File: src/common/lcd_pkg.sv
/* Shared definitions for the HD44780 LCD controller:
   clock rate, delay counts in clock cycles, bus types and instruction codes */

`default_nettype none

package lcd_pkg;

	// --------------------------------------------------
	// Clock
	// --------------------------------------------------
	localparam int CLK_HZ     = 24_000_000;           // System clock
	localparam int CYC_PER_US = CLK_HZ / 1_000_000;   // 24 cycles per microsecond

	// --------------------------------------------------
	// Bus types
	// --------------------------------------------------
	typedef logic [7:0]  lcd_byte_t;                  // Instruction code or character
	typedef logic [20:0] delay_t;                     // Wide enough for the 50 ms wait

	// --------------------------------------------------
	// Timing counts in cycles
	// --------------------------------------------------
	// E strobe shape
	localparam delay_t T_SETUP_CYC = delay_t'(CLK_HZ / 4_000_000);   // 250 ns, RS/DB before E
	localparam delay_t T_PULSE_CYC = delay_t'(CLK_HZ / 2_000_000);   // 500 ns of E high

	// Execution waits after E falls
	localparam delay_t T_EXEC_SHORT_CYC = delay_t'(CYC_PER_US * 42);    // 42 us
	localparam delay_t T_EXEC_LONG_CYC  = delay_t'(CYC_PER_US * 1640);  // 1.64 ms, clear and home

	// Power-up and the special init waits
	localparam delay_t T_POWERUP_CYC = delay_t'(CYC_PER_US * 50_000);  // 50 ms after reset
	localparam delay_t T_INIT1_CYC   = delay_t'(CYC_PER_US * 4100);    // After 1st function set
	localparam delay_t T_INIT2_CYC   = delay_t'(CYC_PER_US * 100);     // After 2nd and 3rd

	// --------------------------------------------------
	// Instruction codes
	// --------------------------------------------------
	localparam lcd_byte_t CMD_FUNC_SET = 8'h3C;      // 8-bit bus, 2 lines, 5x11 font
	localparam lcd_byte_t CMD_DISP_OFF = 8'h08;      // Display, cursor, blink off
	localparam lcd_byte_t CMD_CLEAR    = 8'h01;      // Clear display, long exec
	localparam lcd_byte_t CMD_ENTRY    = 8'h06;      // Increment, no shift
	localparam lcd_byte_t CMD_DISP_ON  = 8'h0F;      // Display on with cursor and blink
	localparam lcd_byte_t CMD_HOME     = 8'h02;      // Return home, long exec

	// Length of the power-up instruction table
	localparam int INIT_STEPS = 8;

endpackage

`default_nettype wire

File: src/hw/lcd_delay_timer.sv
/* Loadable down-counter with a one-cycle done pulse at the end of the delay */

`timescale 1ns/1ps
`default_nettype none

module lcd_delay_timer import lcd_pkg::*; (
	input  wire    CLK,
	input  wire    RST,
	input  logic   start,       // Load cycles and begin counting
	input  delay_t cycles,      // Delay length, at least 1
	output logic   done,        // One cycle, cycles clocks after start
	output logic   busy         // Counting with more than this cycle left
);

	delay_t cnt;                // Cycles left including the current one

	// --------------------------------------------------
	// Counter
	// --------------------------------------------------
	always_ff @(posedge CLK) begin
		if (RST) begin
			cnt <= '0;                                 // Idle
		end else if (start) begin
			cnt <= cycles;                             // First counted cycle follows
		end else if (cnt != '0) begin
			cnt <= cnt - delay_t'(1);                  // Count down
		end
	end

	assign done = (cnt == delay_t'(1));               // Last count
	assign busy = (cnt > delay_t'(1));                 // Still running after this cycle

	// A new delay may begin on the done cycle, never earlier
	a_no_restart: assert property (
		@(posedge CLK) disable iff (RST)
		start |-> !busy
	) else $error("lcd_delay_timer: start while a delay is still running");

endmodule

`default_nettype wire

File: src/hw/lcd_bus_writer.sv
/* LCD bus writer: one byte-and-RS request becomes setup time, an E strobe
   and the execution wait, all timed by a single shared delay timer */

`timescale 1ns/1ps
`default_nettype none

module lcd_bus_writer import lcd_pkg::*; (
	input  wire       CLK,
	input  wire       RST,
	input  logic      wr_valid,         // Request offered
	output logic      wr_ready,         // Idle, request can be taken
	input  logic      wr_rs,            // 1 character, 0 instruction
	input  lcd_byte_t wr_data,          // Byte for DB
	input  delay_t    wr_exec_cycles,   // Wait after E falls
	output logic      lcd_rs,
	output lcd_byte_t lcd_db,
	output logic      lcd_e
);

	typedef enum logic [1:0] {
		ST_IDLE,                // Waiting for a request
		ST_SETUP,               // RS/DB valid, E low
		ST_PULSE,               // E high
		ST_EXEC                 // LCD busy executing
	} wr_state_t;

	wr_state_t state;
	logic      accept;              // Handshake this cycle
	logic      tmr_start;
	delay_t    tmr_cycles;
	logic      tmr_done;
	logic      tmr_busy;
	delay_t    exec_cyc_q;          // Exec wait held for the whole write

	assign wr_ready = (state == ST_IDLE);
	assign accept   = wr_valid && wr_ready;

	// --------------------------------------------------
	// Timer control
	// --------------------------------------------------
	// Each phase loads the length of the next one as it ends
	always_comb begin
		tmr_start  = 1'b0;
		tmr_cycles = T_SETUP_CYC;
		case (state)
			ST_IDLE: begin
				tmr_start  = accept;                   // Setup starts with acceptance
				tmr_cycles = T_SETUP_CYC;
			end
			ST_SETUP: begin
				tmr_start  = tmr_done;                 // Then the E pulse
				tmr_cycles = T_PULSE_CYC;
			end
			ST_PULSE: begin
				tmr_start  = tmr_done;                 // Then the exec wait
				tmr_cycles = exec_cyc_q;
			end
			default: begin
				tmr_start  = 1'b0;                     // Exec ends the write
				tmr_cycles = T_SETUP_CYC;
			end
		endcase
	end

	lcd_delay_timer i_lcd_delay_timer (
		.CLK    (CLK),
		.RST    (RST),
		.start  (tmr_start),
		.cycles (tmr_cycles),
		.done   (tmr_done),
		.busy   (tmr_busy)
	);

	// --------------------------------------------------
	// Phase FSM and pins
	// --------------------------------------------------
	always_ff @(posedge CLK) begin
		if (RST) begin
			state  <= ST_IDLE;
			lcd_e  <= 1'b0;
			lcd_rs <= 1'b0;
			lcd_db <= '0;
		end else begin
			case (state)
				ST_IDLE: begin
					if (accept) begin
						state  <= ST_SETUP;
						lcd_rs <= wr_rs;               // Held until next acceptance
						lcd_db <= wr_data;
					end
				end
				ST_SETUP: begin
					if (tmr_done) begin
						state <= ST_PULSE;
						lcd_e <= 1'b1;                 // Strobe rises
					end
				end
				ST_PULSE: begin
					if (tmr_done) begin
						state <= ST_EXEC;
						lcd_e <= 1'b0;                 // Falling edge latches DB
					end
				end
				ST_EXEC: begin
					if (tmr_done)
						state <= ST_IDLE;              // Ready again
				end
				default: state <= ST_IDLE;
			endcase
		end
	end

	always_ff @(posedge CLK) begin
		if (accept)
			exec_cyc_q <= wr_exec_cycles;          // Payload only
	end

	// Bus must not move under a high strobe
	a_bus_stable: assert property (
		@(posedge CLK) disable iff (RST)
		lcd_e |-> $stable(lcd_db) && $stable(lcd_rs)
	) else $error("lcd_bus_writer: RS/DB changed while E high");

	// An idle writer leaves no delay running behind it
	a_idle_timer: assert property (
		@(posedge CLK) disable iff (RST)
		(state == ST_IDLE) |-> !tmr_busy && !tmr_done
	) else $error("lcd_bus_writer: timer still running in idle");

endmodule

`default_nettype wire

File: src/hw/lcd_sequencer.sv
/* LCD sequencer: power-up wait, fixed init instruction table, then
   forwarding of host requests with the choice of execution wait */

`timescale 1ns/1ps
`default_nettype none

module lcd_sequencer import lcd_pkg::*; (
	input  wire       CLK,
	input  wire       RST,
	input  logic      req_valid,        // Host side
	output logic      req_ready,
	input  logic      req_rs,
	input  lcd_byte_t req_data,
	output logic      wr_valid,         // Bus writer side
	input  logic      wr_ready,
	output logic      wr_rs,
	output lcd_byte_t wr_data,
	output delay_t    wr_exec_cycles
);

	localparam int STEP_W = $clog2(INIT_STEPS);

	typedef enum logic [1:0] {
		ST_PWR_GO,              // First cycle out of reset
		ST_PWR_WAIT,            // 50 ms power-up
		ST_INIT,                // Init table playback
		ST_RUN                  // Host requests
	} seq_state_t;

	seq_state_t        state;
	logic [STEP_W-1:0] step;            // Init table index
	logic              last_step;
	lcd_byte_t         init_code;
	delay_t            init_wait;
	logic              pwr_start;
	logic              pwr_done;
	logic              pwr_busy;
	logic              long_exec;       // Host instruction needs 1.64 ms

	// --------------------------------------------------
	// Init table
	// --------------------------------------------------
	always_comb begin
		case (step)
			0: begin
				init_code = CMD_FUNC_SET;                // Wake-up #1
				init_wait = T_INIT1_CYC;
			end
			1, 2: begin
				init_code = CMD_FUNC_SET;                // Wake-up #2 and #3
				init_wait = T_INIT2_CYC;
			end
			3: begin
				init_code = CMD_FUNC_SET;                // Real function set
				init_wait = T_EXEC_SHORT_CYC;
			end
			4: begin
				init_code = CMD_DISP_OFF;
				init_wait = T_EXEC_SHORT_CYC;
			end
			5: begin
				init_code = CMD_CLEAR;
				init_wait = T_EXEC_LONG_CYC;             // Clear is slow
			end
			6: begin
				init_code = CMD_ENTRY;
				init_wait = T_EXEC_SHORT_CYC;
			end
			default: begin
				init_code = CMD_DISP_ON;                 // Cursor and blink on
				init_wait = T_EXEC_SHORT_CYC;
			end
		endcase
	end

	assign last_step = (step == STEP_W'(INIT_STEPS - 1));

	// --------------------------------------------------
	// Power-up timer
	// --------------------------------------------------
	assign pwr_start = (state == ST_PWR_GO);

	lcd_delay_timer i_lcd_delay_timer (
		.CLK    (CLK),
		.RST    (RST),
		.start  (pwr_start),
		.cycles (T_POWERUP_CYC),
		.done   (pwr_done),
		.busy   (pwr_busy)
	);

	// --------------------------------------------------
	// Writer request mux
	// --------------------------------------------------
	assign long_exec = !req_rs && ((req_data == CMD_CLEAR) || (req_data == CMD_HOME));

	always_comb begin
		req_ready      = 1'b0;
		wr_valid       = 1'b0;
		wr_rs          = 1'b0;                       // Init writes are instructions
		wr_data        = init_code;
		wr_exec_cycles = init_wait;
		case (state)
			ST_INIT: wr_valid = 1'b1;
			ST_RUN: begin
				req_ready      = wr_ready;            // Straight through, no buffer
				wr_valid       = req_valid;
				wr_rs          = req_rs;
				wr_data        = req_data;
				wr_exec_cycles = long_exec ? T_EXEC_LONG_CYC : T_EXEC_SHORT_CYC;
			end
			default: wr_valid = 1'b0;
		endcase
	end

	// --------------------------------------------------
	// Sequence FSM
	// --------------------------------------------------
	always_ff @(posedge CLK) begin
		if (RST) begin
			state <= ST_PWR_GO;
			step  <= '0;
		end else begin
			case (state)
				ST_PWR_GO:   state <= ST_PWR_WAIT;        // Timer loads here
				ST_PWR_WAIT: begin
					if (pwr_done)
						state <= ST_INIT;
				end
				ST_INIT: begin
					if (wr_valid && wr_ready) begin
						if (last_step)
							state <= ST_RUN;           // Table done
						else
							step <= step + 1'b1;
					end
				end
				default: state <= ST_RUN;             // Stay in run
			endcase
		end
	end

	// Host stays blocked while the writer runs the last init write
	a_ready_after_init: assert property (
		@(posedge CLK) disable iff (RST)
		(state == ST_INIT) && wr_valid && wr_ready && last_step |=> !req_ready
	) else $error("lcd_sequencer: req_ready before the last init write finished");

	// The power-up wait is always covered by a running timer
	a_pwr_timer: assert property (
		@(posedge CLK) disable iff (RST)
		(state == ST_PWR_WAIT) |-> pwr_busy || pwr_done
	) else $error("lcd_sequencer: power-up timer idle during the wait");

endmodule

`default_nettype wire

File: src/hw/lcd_ctrl_top.sv
/* Top level of the write-only HD44780 LCD controller, joining the sequencer
   and the bus writer to the host handshake and the LCD pins */

`timescale 1ns/1ps
`default_nettype none

module lcd_ctrl_top import lcd_pkg::*; (
	input  wire       CLK,              // 24 MHz
	input  wire       RST,
	input  logic      req_valid,        // Host request
	output logic      req_ready,
	input  logic      req_rs,           // 1 character, 0 instruction
	input  lcd_byte_t req_data,
	output logic      lcd_rs,           // LCD pins
	output logic      lcd_rw,
	output logic      lcd_e,
	output lcd_byte_t lcd_db
);

	// --------------------------------------------------
	// Sequencer to writer
	// --------------------------------------------------
	logic      wr_valid;
	logic      wr_ready;
	logic      wr_rs;
	lcd_byte_t wr_data;
	delay_t    wr_exec_cycles;

	assign lcd_rw = 1'b0;                          // Writes only, busy flag never read

	lcd_sequencer i_lcd_sequencer (
		.CLK            (CLK),
		.RST            (RST),
		.req_valid      (req_valid),
		.req_ready      (req_ready),
		.req_rs         (req_rs),
		.req_data       (req_data),
		.wr_valid       (wr_valid),
		.wr_ready       (wr_ready),
		.wr_rs          (wr_rs),
		.wr_data        (wr_data),
		.wr_exec_cycles (wr_exec_cycles)
	);

	lcd_bus_writer i_lcd_bus_writer (
		.CLK            (CLK),
		.RST            (RST),
		.wr_valid       (wr_valid),
		.wr_ready       (wr_ready),
		.wr_rs          (wr_rs),
		.wr_data        (wr_data),
		.wr_exec_cycles (wr_exec_cycles),
		.lcd_rs         (lcd_rs),
		.lcd_db         (lcd_db),
		.lcd_e          (lcd_e)
	);

endmodule

`default_nettype wire

File: config.mk
export PLATFORM = sky130hd
export DESIGN_NAME = lcd_ctrl_top
export DESIGN_NICKNAME = d
export VERILOG_FILES = /design/src/common/lcd_pkg.sv /design/src/hw/lcd_delay_timer.sv /design/src/hw/lcd_bus_writer.sv /design/src/hw/lcd_sequencer.sv /design/src/hw/lcd_ctrl_top.sv
export SDC_FILE = /design/constraint.sdc
export NUM_CORES = 1
export LEC_CHECK = 0
export CORE_MARGIN = 3
export CORE_UTILIZATION = 31
export DETAILED_ROUTE_END_ITERATION = 12
export DONT_BUFFER_PORTS = 1
export SYNTH_ARGS = -nofsm -noshare
export SYNTH_HDL_FRONTEND = slang
export SYNTH_SLANG_ARGS = --single-unit
File: constraint.sdc
create_clock -name CLK -period 2.24 [get_ports CLK]
set_clock_uncertainty 0.1 [all_clocks]
set_input_delay 0.336 -clock CLK [delete_from_list [all_inputs] [get_ports CLK]]
set_output_delay 0.336 -clock CLK [all_outputs]
set_load 0.01 [all_outputs]
==> run summary <==
OUTCOME
----------------------------------------------------------------------------------
Run status                                                            complete, no violations

GLOBAL ROUTE
----------------------------------------------------------------------------------
Initial antenna violation count                                                  0
Number of global-route vias before repair                                     3030
Largest net degree at the start of global routing                               36
Aggregate global routing overflow                                                0
All-layer global routing usage                                              0.1328
Global-route wire length before repair                                    14190 um

LOGIC SYNTHESIS
----------------------------------------------------------------------------------
Net count after synthesis                                                      442
Sequential fraction of the synthesis area                                   0.3943
Number of synthesized flops with an enable pin                                   8
Avg Synthesized Cell Area                                               8.728 um^2
Instance count of the mapped netlist                                           413
Prevailing post-synth register cell                                   sky130_fd_sc_hd__dfxtp_1
Synthesized flop and latch total                                                67
Share of async-settable or async-resettable flops after synthesis                0
Mapped cell area                                                         3605 um^2
Number of warnings printed during yosys synthesis                                0
Number of different library cells in the post-synthesis netlist                 64

ROUTE
----------------------------------------------------------------------------------
Drt initial violations                                                         112
Total length of routed wires                                               8054 um
Post-route DRC violation count                                                   0
Vias after detailed routing                                                   3042
Wire length per cell after detailed routing                               14.11 um
Remaining number of nets flagged by the antenna check after routing              0
Via density                                                                  5.327
Number of detailed-routing iterations run before antenna repair                  4

CLOCK NETWORK
----------------------------------------------------------------------------------
TritonCTS clock tree                                                         built
CTS Root Cell                                                         sky130_fd_sc_hd__clkbuf_16
H-tree Lvls                                                                      3
CTS Sinks                                                                       67
Post-CTS Setup Repair Bufs                                                       0
Clock-pin slew on the worst setup and hold paths                             60 ps
Clock Tree Buf Depth                                                             2
Clk_lat worst skew                                                          320 ps
TritonCTS Buffers                                                                9

FLOORPLANNING
----------------------------------------------------------------------------------
Area inside the core boundary                                           11080 um^2
Standard-cell rows                                                              38
Width of the chip                                                         113.8 um
Die outline area                                                        12960 um^2
I/O pin cnt                                                                     24
Starting utilization of the core area                                       0.3254
Die boundary height                                                       113.8 um

WORST SETUP PATH
----------------------------------------------------------------------------------
Crit path kind                                                        flip-flop to flip-flop
R2R Path Start                                                        i_lcd_sequencer.i_lcd_delay_timer.cnt[3]
Critical Path Start Type                                                 flip-flop
Critical path fanouts, max                                                       7
Launching instance or port of the critical path                       i_lcd_sequencer.i_lcd_delay_timer.cnt[3]
Worst endpoint data arrival time                                           2270 ps
Data required time of the worst path                                       2390 ps
CP endpoint kind                                                         flip-flop

PLACE
----------------------------------------------------------------------------------
Total of buffers placed on input and output ports                                0
Worst setup timing slack at the placement stage                           86.84 ps
Estimated wirelength of the detail-placed design                           5739 um
Final estimated routing congestion in global placement                      0.8405
Dpl cells                                                                      554

FINAL LAYOUT
----------------------------------------------------------------------------------
Most frequent cells in the layout                                     59 x sky130_fd_sc_hd__dfxtp_1, 48 x sky130_fd_sc_hd__nor2_1, 37 x sky130_fd_sc_hd__a21oi_1, 28 x sky130_fd_sc_hd__nand3_1, 22 x sky130_fd_sc_hd__buf_4
Layout fillers                                                                1097
Antenna diode count                                                              0
Number of standard cells in the final layout excluding fillers                 571
Synthesis-to-layout area growth                                             19.44%
Most common cell after layout, fill and taps aside                    sky130_fd_sc_hd__dfxtp_1
Area used by sequential logic in the layout                              1421 um^2
Area taken by multi-input logic gates                                    2078 um^2
Layout Nets                                                                    455
Post-Route Utilization                                                      0.3886
Share of post-route cells with drive strength above 1                       0.1462

TIMING
----------------------------------------------------------------------------------
Worst hold margin                                                         22.46 ps
Number of pins with negative max-slew slack in the final report                  0
Slew at the pin with the worst max-slew slack                             514.5 ps
Clock period minus worst slack                                             2124 ps
Fmax achieved                                                            470.8 MHz
Final worst-path cycle share                                                0.9483
Slew HR                                                                     0.6539
Final WS setup                                                            115.8 ps
Number of endpoints with negative hold slack in the final report                 0
Total setup violations reported at the end of the flow                           0

POWER
----------------------------------------------------------------------------------
Power per Cell Area                                                   1302 nW/um^2
Tot Pwr                                                                   5.607 mW
Worst voltage drop across the vdd grid                                   0.5592 mV
Leakage                                                                   1.629 nW

HOLD PATH
----------------------------------------------------------------------------------
Hold Path Class                                                       primary input to flip-flop
Startpoint of the most critical hold path                                      RST

FLOW RUN
----------------------------------------------------------------------------------
Max-cap check violation count                                                    0

==> stage by stage <==
step	area, um^2	TNS (ps)
detailed placement	3857	0
finish	4305	0
CTS	4267	0
global placement	3857	0
floorplan	3605	0
global route	4305	-10.33
==> cell families after synthesis <==
| group | Yosys count | synth area share |
|---|---|---|
| xor gates and xnor gates | 25 | 0.06074 |
| other | 1 | 0.001040 |
| adders and majority gates | 17 | 0.05901 |
| and+or+nand+nor | 172 | 0.2669 |
| AOI/OAI and AO/OA | 92 | 0.1697 |
| muxes | 3 | 0.008331 |
| DFF | 67 | 0.3943 |
| buffers and inverters | 36 | 0.03992 |
==> state kept, by name, summed over array words and instances (netlist names), 2 cells and up <==
register	cells
i_lcd_sequencer.state	2
i_lcd_bus_writer.exec_cyc_q	8
i_lcd_bus_writer.state	2
i_lcd_bus_writer.lcd_db	8
i_lcd_sequencer.i_lcd_delay_timer.cnt	21
i_lcd_sequencer.step	3
i_lcd_bus_writer.i_lcd_delay_timer.cnt	21
==> power breakdown <==
part / leakage [nW] / switching, mW / internal [mW]
Clock: 0.190 / 0.512 / 1.31
Combinational: 0.886 / 1.12 / 0.964
Sequential: 0.553 / 0.277 / 1.43
Total: 1.63 / 1.91 / 3.70
==> routing by layer <==
layer | GRT usage | vias up | share of wire | wire length, um
met5 | 0 | - | 0 | 0
met4 | 0.05226 | 0 | 0.014 | 109
met3 | 0.02918 | 7 | 0.050 | 406
met2 | 0.2152 | 70 | 0.47 | 3791
met1 | 0.1725 | 1437 | 0.47 | 3747
li1 | - | 1528 | - | -
==> worst max-delay path: stages (launching register included) <==
cell and delay (ps):
sky130_fd_sc_hd__dfxtp_1 370, sky130_fd_sc_hd__or4_4 600, sky130_fd_sc_hd__nor3_4 270, sky130_fd_sc_hd__o21ai_2 120, sky130_fd_sc_hd__or3_2 420, sky130_fd_sc_hd__a21oi_1 160
==> area by class of cell <==
| class | count | area share |
|---|---|---|
| well taps | 140 | 0.04069 |
| multi-input cells | 310 | 0.4827 |
| flip-flops and latches | 67 | 0.3301 |
| inverters | 15 | 0.01308 |
| clock buffers | 9 | 0.05231 |
| clock inverters | 7 | 0.03807 |
| repair buffers | 23 | 0.04301 |
==> cells in the mapped netlist, types with 3 or more instances <==
| cell | count | share of area |
|---|---|---|
| sky130_fd_sc_hd__o21ai_0 | 10 | 0.014 |
| sky130_fd_sc_hd__a31oi_1 | 3 | 0.0052 |
| sky130_fd_sc_hd__and3_1 | 4 | 0.0069 |
| sky130_fd_sc_hd__a21oi_1 | 37 | 0.051 |
| sky130_fd_sc_hd__xor2_1 | 14 | 0.034 |
| sky130_fd_sc_hd__o211ai_1 | 5 | 0.010 |
| sky130_fd_sc_hd__nor2_1 | 48 | 0.050 |
| sky130_fd_sc_hd__nand4_1 | 4 | 0.0069 |
| sky130_fd_sc_hd__a211oi_1 | 4 | 0.0083 |
| sky130_fd_sc_hd__xnor2_1 | 11 | 0.027 |
| sky130_fd_sc_hd__or3_1 | 5 | 0.0087 |
| sky130_fd_sc_hd__o41ai_1 | 4 | 0.0097 |
| sky130_fd_sc_hd__nand3_1 | 28 | 0.039 |
| sky130_fd_sc_hd__nand2_1 | 18 | 0.019 |
| sky130_fd_sc_hd__buf_2 | 4 | 0.0056 |
| sky130_fd_sc_hd__clkbuf_1 | 16 | 0.017 |
| sky130_fd_sc_hd__inv_1 | 15 | 0.016 |
| sky130_fd_sc_hd__ha_1 | 17 | 0.059 |
| sky130_fd_sc_hd__a311oi_1 | 3 | 0.0073 |
| sky130_fd_sc_hd__nand2b_1 | 7 | 0.012 |
| sky130_fd_sc_hd__or2_2 | 4 | 0.0069 |
| sky130_fd_sc_hd__nor4_1 | 10 | 0.017 |
| sky130_fd_sc_hd__or4_1 | 7 | 0.015 |
| sky130_fd_sc_hd__mux2i_1 | 3 | 0.0083 |
| sky130_fd_sc_hd__a22oi_1 | 3 | 0.0062 |
| sky130_fd_sc_hd__edfxtp_1 | 8 | 0.067 |
| sky130_fd_sc_hd__dfxtp_1 | 59 | 0.33 |
| sky130_fd_sc_hd__o31ai_1 | 6 | 0.012 |
| sky130_fd_sc_hd__and2_1 | 5 | 0.0087 |
| sky130_fd_sc_hd__nor3_1 | 10 | 0.014 |
==> what timing repair did <==
item                                    4_1_cts  5_1_grt
resized for setup                             0        7
hold endpoints to repair                     35        0
hold buffers                                  1        0
endpoints found under the setup margin        0        9
==> path summary, 6_finish.rpt <==
| check | endpoint | slack (ps) | depth (start not counted) |
|---|---|---|---|
| worst min register to register | i_lcd_bus_writer.i_lcd_delay_timer.cnt[20] | 400 | 2 |
| worst max-delay path | i_lcd_sequencer.i_lcd_delay_timer.cnt[12] | 120 | 5 |
| worst min-delay path | i_lcd_bus_writer.i_lcd_delay_timer.cnt[15] | 20 | 1 |
| worst max register to register | i_lcd_sequencer.i_lcd_delay_timer.cnt[12] | 120 | 5 |
Power figures use the tool's default switching activity.
